$ cat src/common/periph_macros.svh
// Address map, bus widths and interrupt counts of the peripheral subsystem.
// Include this header wherever a width or a slot number is needed.

`ifndef PERIPH_MACROS_SVH
`define PERIPH_MACROS_SVH

// APB bus
`define PERIPH_ADDR_W    32
`define PERIPH_DATA_W    32
`define PERIPH_SLOT_LSB  12 // Slot field is paddr[15:12]
`define PERIPH_SLOT_W    4

// Slot map
`define IRQ_CTRL_SLOT    0
`define TIMER_SLOT       1
`define NUM_SLAVES       2

// Interrupts and timer
`define NUM_IRQ_SRC      4 // Timer plus three external lines
`define IRQ_PRIO_W       3
`define TIMER_PRESCALE_W 8

`endif
$ cat src/common/periph_irq_pkg.sv
// Types of the interrupt controller: source vector, priority and claim id.
// Import where interrupt sources are formed or arbitrated.

`include "periph_macros.svh"

package periph_irq_pkg;

  // Bit n is source id n+1
  typedef logic [`NUM_IRQ_SRC-1:0] irq_src_t;

  // Also used for the threshold
  typedef logic [`IRQ_PRIO_W-1:0] irq_prio_t;

  // 0 means no interrupt, 1 to 4 name a source
  typedef logic [2:0] irq_id_t;

endpackage

$ cat src/common/periph_bus_pkg.sv
// APB request and response structs and the address and data types.
// Import into any module that sits on the subsystem APB port.

`include "periph_macros.svh"

package periph_bus_pkg;

  typedef logic [`PERIPH_ADDR_W-1:0] periph_addr_t;
  typedef logic [`PERIPH_DATA_W-1:0] periph_data_t;
  typedef logic [`PERIPH_SLOT_W-1:0] periph_slot_t;

  // Master to slave, 71 bits
  typedef struct packed {
    periph_addr_t paddr;
    logic         psel;    // Held through setup and access
    logic         penable; // High in the access phase only
    logic         pwrite;
    periph_data_t pwdata;
    logic [3:0]   pstrb;
  } apb_req_t;

  // Slave to master, 34 bits
  typedef struct packed {
    logic         pready;  // Completes the access phase
    periph_data_t prdata;
    logic         pslverr;
  } apb_resp_t;

endpackage

$ cat src/source/periph_subsys_top.sv
// Peripheral subsystem top level. One APB port feeds the decoder, which
// serves the interrupt controller in slot 0 and the timer in slot 1.
// The timer and three external lines are the interrupt sources.

`timescale 1ns/1ps

`include "periph_macros.svh"

module periph_subsys_top
  import periph_bus_pkg::*;
  import periph_irq_pkg::*;
(
  input  logic                    clk_i,
  input  logic                    reset_i,
  input  apb_req_t                apb_req_i,
  output apb_resp_t               apb_resp_o,
  input  logic [`NUM_IRQ_SRC-2:0] ext_irq_i,
  output logic                    irq_o
);

  apb_req_t  [`NUM_SLAVES-1:0]  slv_req;
  apb_resp_t [`NUM_SLAVES-1:0]  slv_resp;

  irq_src_t                     irq_src;
  logic                         timer_irq;
  logic                         timer_en;
  logic [`TIMER_PRESCALE_W-1:0] timer_prescale;
  periph_data_t                 timer_compare;
  periph_data_t                 timer_count;
  logic                         timer_match;
  logic                         count_wr;
  periph_data_t                 count_wdata;

  assign irq_src = {ext_irq_i, timer_irq}; // Timer is id 1

  apb_decoder i_apb_decoder (
    .clk_i,
    .reset_i,
    .apb_req_i  ( apb_req_i  ),
    .apb_resp_o ( apb_resp_o ),
    .slv_req_o  ( slv_req    ),
    .slv_resp_i ( slv_resp   )
  );

  irq_ctrl i_irq_ctrl (
    .clk_i,
    .reset_i,
    .apb_req_i  ( slv_req[`IRQ_CTRL_SLOT]  ),
    .apb_resp_o ( slv_resp[`IRQ_CTRL_SLOT] ),
    .irq_src_i  ( irq_src                  ),
    .irq_o      ( irq_o                    )
  );

  timer_regs i_timer_regs (
    .clk_i,
    .reset_i,
    .apb_req_i     ( slv_req[`TIMER_SLOT]  ),
    .apb_resp_o    ( slv_resp[`TIMER_SLOT] ),
    .count_i       ( timer_count           ),
    .match_i       ( timer_match           ),
    .enable_o      ( timer_en              ),
    .prescale_o    ( timer_prescale        ),
    .compare_o     ( timer_compare         ),
    .count_wr_o    ( count_wr              ),
    .count_wdata_o ( count_wdata           ),
    .irq_o         ( timer_irq             )
  );

  timer_counter i_timer_counter (
    .clk_i,
    .reset_i,
    .enable_i      ( timer_en       ),
    .prescale_i    ( timer_prescale ),
    .compare_i     ( timer_compare  ),
    .count_wr_i    ( count_wr       ),
    .count_wdata_i ( count_wdata    ),
    .count_o       ( timer_count    ),
    .match_o       ( timer_match    )
  );

endmodule

$ cat src/timer/timer_counter.sv
// Prescaled up-counter of the timer. Advances once every prescale+1 cycles
// while enabled, wraps to 0 where it would reach compare and pulses match.

`timescale 1ns/1ps

`include "periph_macros.svh"

module timer_counter
  import periph_bus_pkg::*;
(
  input  logic                         clk_i,
  input  logic                         reset_i,
  input  logic                         enable_i,
  input  logic [`TIMER_PRESCALE_W-1:0] prescale_i,
  input  periph_data_t                 compare_i,
  input  logic                         count_wr_i,
  input  periph_data_t                 count_wdata_i,
  output periph_data_t                 count_o,
  output logic                         match_o
);

  logic [`TIMER_PRESCALE_W-1:0] div_q;
  logic                         tick;
  periph_data_t                 count_next;

  assign tick       = enable_i && (div_q == prescale_i);
  assign count_next = count_o + 1'b1;

  always_ff @(posedge clk_i) begin
    if (reset_i) begin
      div_q   <= '0;
      count_o <= '0;
      match_o <= 1'b0;
    end else begin
      div_q   <= (enable_i && !tick) ? div_q + 1'b1 : '0; // Restarts when disabled
      match_o <= 1'b0;
      if (count_wr_i) begin
        count_o <= count_wdata_i; // Load beats counting
      end else if (tick) begin
        if (count_next == compare_i) begin
          count_o <= '0;
          match_o <= 1'b1;
        end else begin
          count_o <= count_next;
        end
      end
    end
  end

endmodule

$ cat src/timer/timer_regs.sv
// Timer register block on APB. Holds control, prescale and compare, passes
// count writes on to the counter and keeps the match status that drives
// the timer interrupt.

`timescale 1ns/1ps

`include "periph_macros.svh"

module timer_regs
  import periph_bus_pkg::*;
(
  input  logic                         clk_i,
  input  logic                         reset_i,
  input  apb_req_t                     apb_req_i,
  output apb_resp_t                    apb_resp_o,
  input  periph_data_t                 count_i,
  input  logic                         match_i,
  output logic                         enable_o,
  output logic [`TIMER_PRESCALE_W-1:0] prescale_o,
  output periph_data_t                 compare_o,
  output logic                         count_wr_o,
  output periph_data_t                 count_wdata_o,
  output logic                         irq_o
);

  localparam logic [2:0] REG_CTRL     = 3'd0;
  localparam logic [2:0] REG_PRESCALE = 3'd1;
  localparam logic [2:0] REG_COUNT    = 3'd2;
  localparam logic [2:0] REG_COMPARE  = 3'd3;
  localparam logic [2:0] REG_STATUS   = 3'd4;

  logic       status_q;
  logic [2:0] reg_off;
  logic       acc_wr;

  assign reg_off = apb_req_i.paddr[4:2];
  assign acc_wr  = apb_req_i.psel & apb_req_i.penable & apb_req_i.pwrite;

  // Count load strobe lasts the single access cycle
  assign count_wr_o    = acc_wr && (reg_off == REG_COUNT);
  assign count_wdata_o = apb_req_i.pwdata;
  assign irq_o         = status_q;

  always_ff @(posedge clk_i) begin
    if (reset_i) begin
      enable_o   <= 1'b0;
      prescale_o <= '0;
      compare_o  <= '0;
      status_q   <= 1'b0;
    end else begin
      if (acc_wr && (reg_off == REG_CTRL))     enable_o   <= apb_req_i.pwdata[0];
      if (acc_wr && (reg_off == REG_PRESCALE)) prescale_o <= apb_req_i.pwdata[`TIMER_PRESCALE_W-1:0];
      if (acc_wr && (reg_off == REG_COMPARE))  compare_o  <= apb_req_i.pwdata;
      if (match_i) begin
        status_q <= 1'b1; // A new match beats a clear
      end else if (acc_wr && (reg_off == REG_STATUS) && apb_req_i.pwdata[0]) begin
        status_q <= 1'b0; // Write 1 to clear
      end
    end
  end

  always_comb begin : read_mux
    apb_resp_o.pready  = 1'b1;
    apb_resp_o.pslverr = 1'b0;
    case (reg_off)
      REG_CTRL:     apb_resp_o.prdata = periph_data_t'(enable_o);
      REG_PRESCALE: apb_resp_o.prdata = periph_data_t'(prescale_o);
      REG_COUNT:    apb_resp_o.prdata = count_i; // Live count
      REG_COMPARE:  apb_resp_o.prdata = compare_o;
      REG_STATUS:   apb_resp_o.prdata = periph_data_t'(status_q);
      default:      apb_resp_o.prdata = '0;
    endcase
  end

endmodule

$ cat src/plic/irq_ctrl.sv
// Level interrupt controller with a single target. Holds per-source
// priorities, an enable mask, a threshold, pending and in-service bits.
// Reading offset 0x18 claims the best source, writing an id there completes it.

`timescale 1ns/1ps

`include "periph_macros.svh"

module irq_ctrl
  import periph_bus_pkg::*;
  import periph_irq_pkg::*;
(
  input  logic      clk_i,
  input  logic      reset_i,
  input  apb_req_t  apb_req_i,
  output apb_resp_t apb_resp_o,
  input  irq_src_t  irq_src_i,
  output logic      irq_o
);

  // Word offsets, 0 to 3 are the priorities
  localparam logic [2:0] REG_ENABLE    = 3'd4;
  localparam logic [2:0] REG_THRESHOLD = 3'd5;
  localparam logic [2:0] REG_CLAIM     = 3'd6;
  localparam logic [2:0] REG_PENDING   = 3'd7;

  irq_prio_t  prio_q [`NUM_IRQ_SRC];
  irq_src_t   enable_q;
  irq_prio_t  threshold_q;
  irq_src_t   pending_q;
  irq_src_t   in_service_q;

  irq_id_t    best_id;
  irq_prio_t  best_prio;
  irq_src_t   claim_mask;
  irq_src_t   complete_mask;
  logic [2:0] reg_off;
  logic       acc_wr;
  logic       acc_rd;

  assign reg_off = apb_req_i.paddr[4:2];
  assign acc_wr  = apb_req_i.psel & apb_req_i.penable & apb_req_i.pwrite;
  assign acc_rd  = apb_req_i.psel & apb_req_i.penable & ~apb_req_i.pwrite;

  // ----------------------------------------------------------------------
  // Arbitration
  // ----------------------------------------------------------------------
  always_comb begin : arbiter
    best_id   = '0;
    best_prio = '0; // Priority 0 never wins
    for (int i = 0; i < `NUM_IRQ_SRC; i++) begin
      // Strict compare keeps the lowest id on a tie
      if (pending_q[i] && enable_q[i] && (prio_q[i] > best_prio)) begin
        best_id   = irq_id_t'(i + 1);
        best_prio = prio_q[i];
      end
    end
  end

  assign irq_o = (best_id != '0) && (best_prio > threshold_q);

  always_comb begin : claim_complete
    for (int i = 0; i < `NUM_IRQ_SRC; i++) begin
      claim_mask[i]    = acc_rd && (reg_off == REG_CLAIM) &&
                         (best_id == irq_id_t'(i + 1));
      complete_mask[i] = acc_wr && (reg_off == REG_CLAIM) &&
                         (apb_req_i.pwdata == periph_data_t'(i + 1));
    end
  end

  // ----------------------------------------------------------------------
  // Registers
  // ----------------------------------------------------------------------
  always_ff @(posedge clk_i) begin
    if (reset_i) begin
      for (int i = 0; i < `NUM_IRQ_SRC; i++) begin
        prio_q[i] <= '0;
      end
      enable_q     <= '0;
      threshold_q  <= '0;
      pending_q    <= '0;
      in_service_q <= '0;
    end else begin
      // Claim wins over a source still high at the same edge
      pending_q    <= (pending_q | (irq_src_i & ~in_service_q)) & ~claim_mask;
      in_service_q <= (in_service_q | claim_mask) & ~complete_mask;
      if (acc_wr) begin
        if (!reg_off[2]) begin
          prio_q[reg_off[1:0]] <= apb_req_i.pwdata[`IRQ_PRIO_W-1:0];
        end else if (reg_off == REG_ENABLE) begin
          enable_q <= apb_req_i.pwdata[`NUM_IRQ_SRC-1:0];
        end else if (reg_off == REG_THRESHOLD) begin
          threshold_q <= apb_req_i.pwdata[`IRQ_PRIO_W-1:0];
        end
      end
    end
  end

  // Read data, zero wait states
  always_comb begin : read_mux
    apb_resp_o.pready  = 1'b1;
    apb_resp_o.pslverr = 1'b0;
    apb_resp_o.prdata  = '0;
    if (!reg_off[2]) begin
      apb_resp_o.prdata = periph_data_t'(prio_q[reg_off[1:0]]);
    end else begin
      case (reg_off)
        REG_ENABLE:    apb_resp_o.prdata = periph_data_t'(enable_q);
        REG_THRESHOLD: apb_resp_o.prdata = periph_data_t'(threshold_q);
        REG_CLAIM:     apb_resp_o.prdata = periph_data_t'(best_id);
        REG_PENDING:   apb_resp_o.prdata = periph_data_t'(pending_q);
        default:       apb_resp_o.prdata = '0;
      endcase
    end
  end

endmodule

$ cat src/source/apb_decoder.sv
// APB address decoder. Forwards each access to the slave of its slot and
// answers unmapped slots with an error. Slot 0 offset 0x3C is served here
// and returns the number of error responses given so far.

`timescale 1ns/1ps

`include "periph_macros.svh"

module apb_decoder
  import periph_bus_pkg::*;
(
  input  logic                              clk_i,
  input  logic                              reset_i,
  input  apb_req_t                          apb_req_i,
  output apb_resp_t                         apb_resp_o,
  output apb_req_t  [`NUM_SLAVES-1:0]       slv_req_o,
  input  apb_resp_t [`NUM_SLAVES-1:0]       slv_resp_i
);

  localparam logic [`PERIPH_SLOT_LSB-3:0] ERR_CNT_WORD = 'h0F; // Byte offset 0x3C

  periph_slot_t slot;
  logic         mapped;
  logic         cnt_hit;
  logic         access;
  periph_data_t err_cnt_q;

  assign slot    = apb_req_i.paddr[`PERIPH_SLOT_LSB +: `PERIPH_SLOT_W];
  assign mapped  = slot < periph_slot_t'(`NUM_SLAVES);
  assign cnt_hit = (slot == periph_slot_t'(`IRQ_CTRL_SLOT)) &&
                   (apb_req_i.paddr[`PERIPH_SLOT_LSB-1:2] == ERR_CNT_WORD);
  assign access  = apb_req_i.psel & apb_req_i.penable;

  // ----------------------------------------------------------------------
  // Request fan-out and response select
  // ----------------------------------------------------------------------
  always_comb begin : route
    for (int i = 0; i < `NUM_SLAVES; i++) begin
      slv_req_o[i]      = apb_req_i;
      slv_req_o[i].psel = apb_req_i.psel && !cnt_hit &&
                          (slot == periph_slot_t'(i)); // One-hot select
    end

    // Unmapped slot by default
    apb_resp_o.pready  = 1'b1;
    apb_resp_o.prdata  = '0;
    apb_resp_o.pslverr = 1'b1;

    if (cnt_hit) begin
      apb_resp_o.prdata  = err_cnt_q; // Read-only, writes are ignored
      apb_resp_o.pslverr = 1'b0;
    end else begin
      for (int i = 0; i < `NUM_SLAVES; i++) begin
        if (slot == periph_slot_t'(i)) begin
          apb_resp_o = slv_resp_i[i];
        end
      end
    end
  end

  // ----------------------------------------------------------------------
  // Error response counter
  // ----------------------------------------------------------------------
  always_ff @(posedge clk_i) begin
    if (reset_i) begin
      err_cnt_q <= '0;
    end else if (access && !mapped) begin
      err_cnt_q <= err_cnt_q + 1'b1; // Zero wait states, one per access
    end
  end

endmodule

$ cat config.mk
export PLATFORM = sky130hd
export DESIGN_NAME = periph_subsys_top
export DESIGN_NICKNAME = d
export VERILOG_FILES = /design/src/common/periph_irq_pkg.sv /design/src/common/periph_bus_pkg.sv /design/src/source/periph_subsys_top.sv /design/src/timer/timer_counter.sv /design/src/timer/timer_regs.sv /design/src/plic/irq_ctrl.sv /design/src/source/apb_decoder.sv
export VERILOG_INCLUDE_DIRS = /design/src /design/src/common
export SDC_FILE = /design/constraint.sdc
export NUM_CORES = 1
export LEC_CHECK = 0
export BUFFER_PORTS_ARGS = -buffer_cell sky130_fd_sc_hd__buf_4
export CORE_ASPECT_RATIO = 1.5
export CORE_UTILIZATION = 55
export CTS_BUF_LIST = sky130_fd_sc_hd__clkbuf_8
export DETAILED_ROUTE_END_ITERATION = 6
export HOLD_SLACK_MARGIN = 0.05
export PLACE_DENSITY = 0.76
export SLEW_MARGIN = 25
export SYNTH_ARGS = -nofsm -noshare
export SYNTH_HDL_FRONTEND = slang
export SYNTH_SLANG_ARGS = --single-unit
$ cat constraint.sdc
create_clock -name clk_i -period 7 [get_ports clk_i]
set_input_delay 0.7 -clock clk_i [delete_from_list [all_inputs] [get_ports clk_i]]
set_output_delay 0.7 -clock clk_i [all_outputs]
set_load 0.1 [all_outputs]
==> flow_summary.toml <==
[status]
status = "finished, final reports clean"

[pwr]
ir_worst_vdd_v = 0.000127
power.leakage_nw = 3.58
pwr_density_cell_nw_per_um2 = 154
power_mw = 1.56

[yosys]
synth-edff-count = 12
netlist_area_sq_um = 9100
async_flop_share_pct = 0
syn_nets = 1275
syn_inst = 1184
ys.flop_type = "dfxtp_1"
synth_seq_area_share_pct = 32.5
syn_area_per_cell_sq_um = 7.69
yosys_warnings = 0
synth-seq-cells = 142
synthDistinctLibCells = 79

[sta]
finClkSkew_ns = 0.0143
finalSetupViolations = 0
tightest_slew_ns = 0.929
setup_slack_ns = 0.548
rsz0062_at_grt = "no"
slew_violations = 0
finalHoldViolCount = 0
slew_headroom_pct = 37.5
tns_ns = 0
post-route-min-period_ns = 6.45
fmax_ghz = 0.155
fin_crit_sh_pct = 92.2

[route]
drtAntennaViolNets = 0
num_vias = 8908
drt-initial-drc-count = 638
vias_per_cell = 6.19
wire_per_inst_um = 20.4
drt_wl_total_mm = 29.3
drc = 0
drtPass1Iterations = 7

[critical_path]
critPathRequiredTime_ns = 6.30
reg2reg_depth = 22
endpoint = "irq_o"
critPathLaunchType = "flop"
r2r-end = "i_irq_ctrl.in_service_q[1]"
cp.arrival_ns = 5.75
r2r-start = "i_irq_ctrl.pending_q[0]"
worstSetupPathType = "flop to output pin"
cp_max_fo = 9
worstSetupStartpoint = "i_irq_ctrl.pending_q[0]"
crit_path_end_kind = "output pin"
rrSetupSlack_ns = 1.79

[grt]
grt_start_max_net_pins = 79
grt_pass1_vias = 8642
grt_usage_pct = 34.9
grt_pass1_wl_mm = 45.9
antenna_found_initial = 0
overflow = 0

[floorplanning]
die_area_sq_um = 17100
fp-row-count = 57
die_height_um = 160
coreArea_sq_um = 16200
chipWidth_um = 107
start_util_pct = 56.2
io-pin-count = 111

[cts]
htree_num_levels = 4
clk_path_buf_depth = 2
postCtsSetupRepairBufs = 0
root_buffer = "clkbuf_8"
cts_buffers = 17
path_clk_slew_ns = 0.08
insertion_delay_ns = 0.46
cts.sink_count = 142
cts_tree = "done"
hold_buffers = 0

[placement]
io_buffers = 87
preCtsSetupSlack_ns = 0.949
place_hpwl_mm = 21.6
place_congestion = 1.02

[cells_and_area]
syn_to_final_growth_pct = 11.2
final_common_cell = "nand2_1"
drive_gt1_share_pct = 13.9
fin_nets = 1312
mostFrequentLayoutCells = "172 x nand2_1, 140 x nor2_1, 130 x dfxtp_1, 99 x buf_4, 68 x a21oi_1"
n_antenna_cell = 0

[min_path]
hold_class = "flop to flop"

[run]
cap_violations = 0
-- cells in the mapped netlist (all sizes together) (30+ instances only) --
cell,instances,area (sq um)
xor2,44,385
o21ai,49,245
xnor2,60,533
nand2,172,646
inv,33,124
dfxtp,130,2600
nor2,141,532
a22oi,32,240
a21oi,68,340
nor3,30,160
clkbuf,56,211
nand3,68,353
-- per-stage QoR --
| step | std cells | instance area [sq um] | hold slack [ns] | util [%] |
|---|---|---|---|---|
| detailed placement | 1408 | 9770 | 0.448 | 60.3 |
| CTS | 1440 | 10100 | 0.467 | 62.5 |
| floorplan | 1184 | 9110 | 0.413 | - |
| global route | 1440 | 10100 | 0.477 | 62.5 |
| global placement | 1408 | 9770 | 0.420 | 60.3 |
| finish | 1440 | 10100 | 0.467 | 62.5 |
-- routing by layer --
metal / global-route usage [%] / vias up / share of wire (%)
met2: 61.8 / 329 / 51
met5: 0 / - / 0
met1: 38.0 / 4209 / 38
met3: 4.54 / 105 / 4.5
met4: 24.0 / 0 / 6.7
li1: - / 4265 / -
-- report_power, final --
group	switching, mW	internal (mW)	total, mW	leakage (nW)
sequential	0.0124	0.825	0.838	1.16
combinational	0.0732	0.0436	0.117	2.24
clock	0.345	0.263	0.608	0.175
total	0.430	1.13	1.56	3.58
-- critical path, stage by stage (launching register included) --
cell,delay [ns]
dfxtp_1,0.41
nand3_1,0.15
ha_1,0.34
a21o_1,0.11
a21oi_1,0.07
a311oi_2,0.46
mux2_2,0.42
ha_1,0.28
nand3_1,0.07
nand3_1,0.07
a21oi_1,0.37
inv_1,0.17
o21ai_0,0.31
ha_1,0.31
a21o_1,0.16
a21oi_1,0.13
a311oi_1,0.06
buf_4,0.17
nand2_1,0.06
o21ai_0,0.10
ha_1,0.33
a21o_1,0.11
a21oi_1,0.07
a311oi_2,0.24
buf_4,0.33
-- area by class of cell --
cell class / instances / area [sq um]
timing repair buffer: 99 / 743
fill: 1499 / 6070
multi-input combinational: 928 / 5690
tap: 206 / 258
sequential: 142 / 2960
clock inverter: 13 / 87.6
inverter: 33 / 124
clock buffer: 19 / 262
-- flip-flops by register name, summed over array words and instances (netlist names), 3 cells and up --
signal / flops
i_irq_ctrl.prio_q: 12
i_timer_counter.count_o: 32
i_irq_ctrl.threshold_q: 3
i_irq_ctrl.in_service_q: 4
i_timer_regs.prescale_o: 8
i_apb_decoder.err_cnt_q: 32
i_timer_counter.div_q: 8
i_irq_ctrl.pending_q: 4
i_irq_ctrl.enable_q: 4
i_timer_regs.compare_o: 32
-- kinds of logic (layout without fill, tap and decap cells) --
family / count (synthesis) / in the layout / synth area share (%)
flip-flops: 142 / 142 / 32.5
XOR/XNOR: 105 / 105 / 10.3
AO/OA/AOI/OAI: 232 / 232 / 16.3
other: 1 / 1 / 0.0412
adder cells (fa/ha/maj): 15 / 15 / 2.06
AND/OR/NAND/NOR: 536 / 536 / 28.4
multiplexers: 39 / 39 / 4.96
buffers and inverters: 114 / 164 / 5.32
-- worst min-delay path by stage --
stage / from / end / slack, ns / cells after the start
after floorplan: i_timer_counter.match_o / i_timer_regs.irq_o / 0.41 / 2
after global placement: i_timer_counter.match_o / i_timer_regs.irq_o / 0.42 / 2
after detailed placement: i_timer_counter.match_o / i_timer_regs.irq_o / 0.45 / 2
after CTS: i_timer_counter.match_o / i_timer_regs.irq_o / 0.47 / 2
after global routing: i_timer_counter.match_o / i_timer_regs.irq_o / 0.48 / 2
final: i_timer_counter.match_o / i_timer_regs.irq_o / 0.47 / 2
-- timing repair --
action | in CTS | in global routing
hold endpoints to repair | 0 | 0
endpoints found under the setup margin | 0 | 2
resized for setup | 0 | 1
Note: power is estimated with default switching activity, not from simulation.
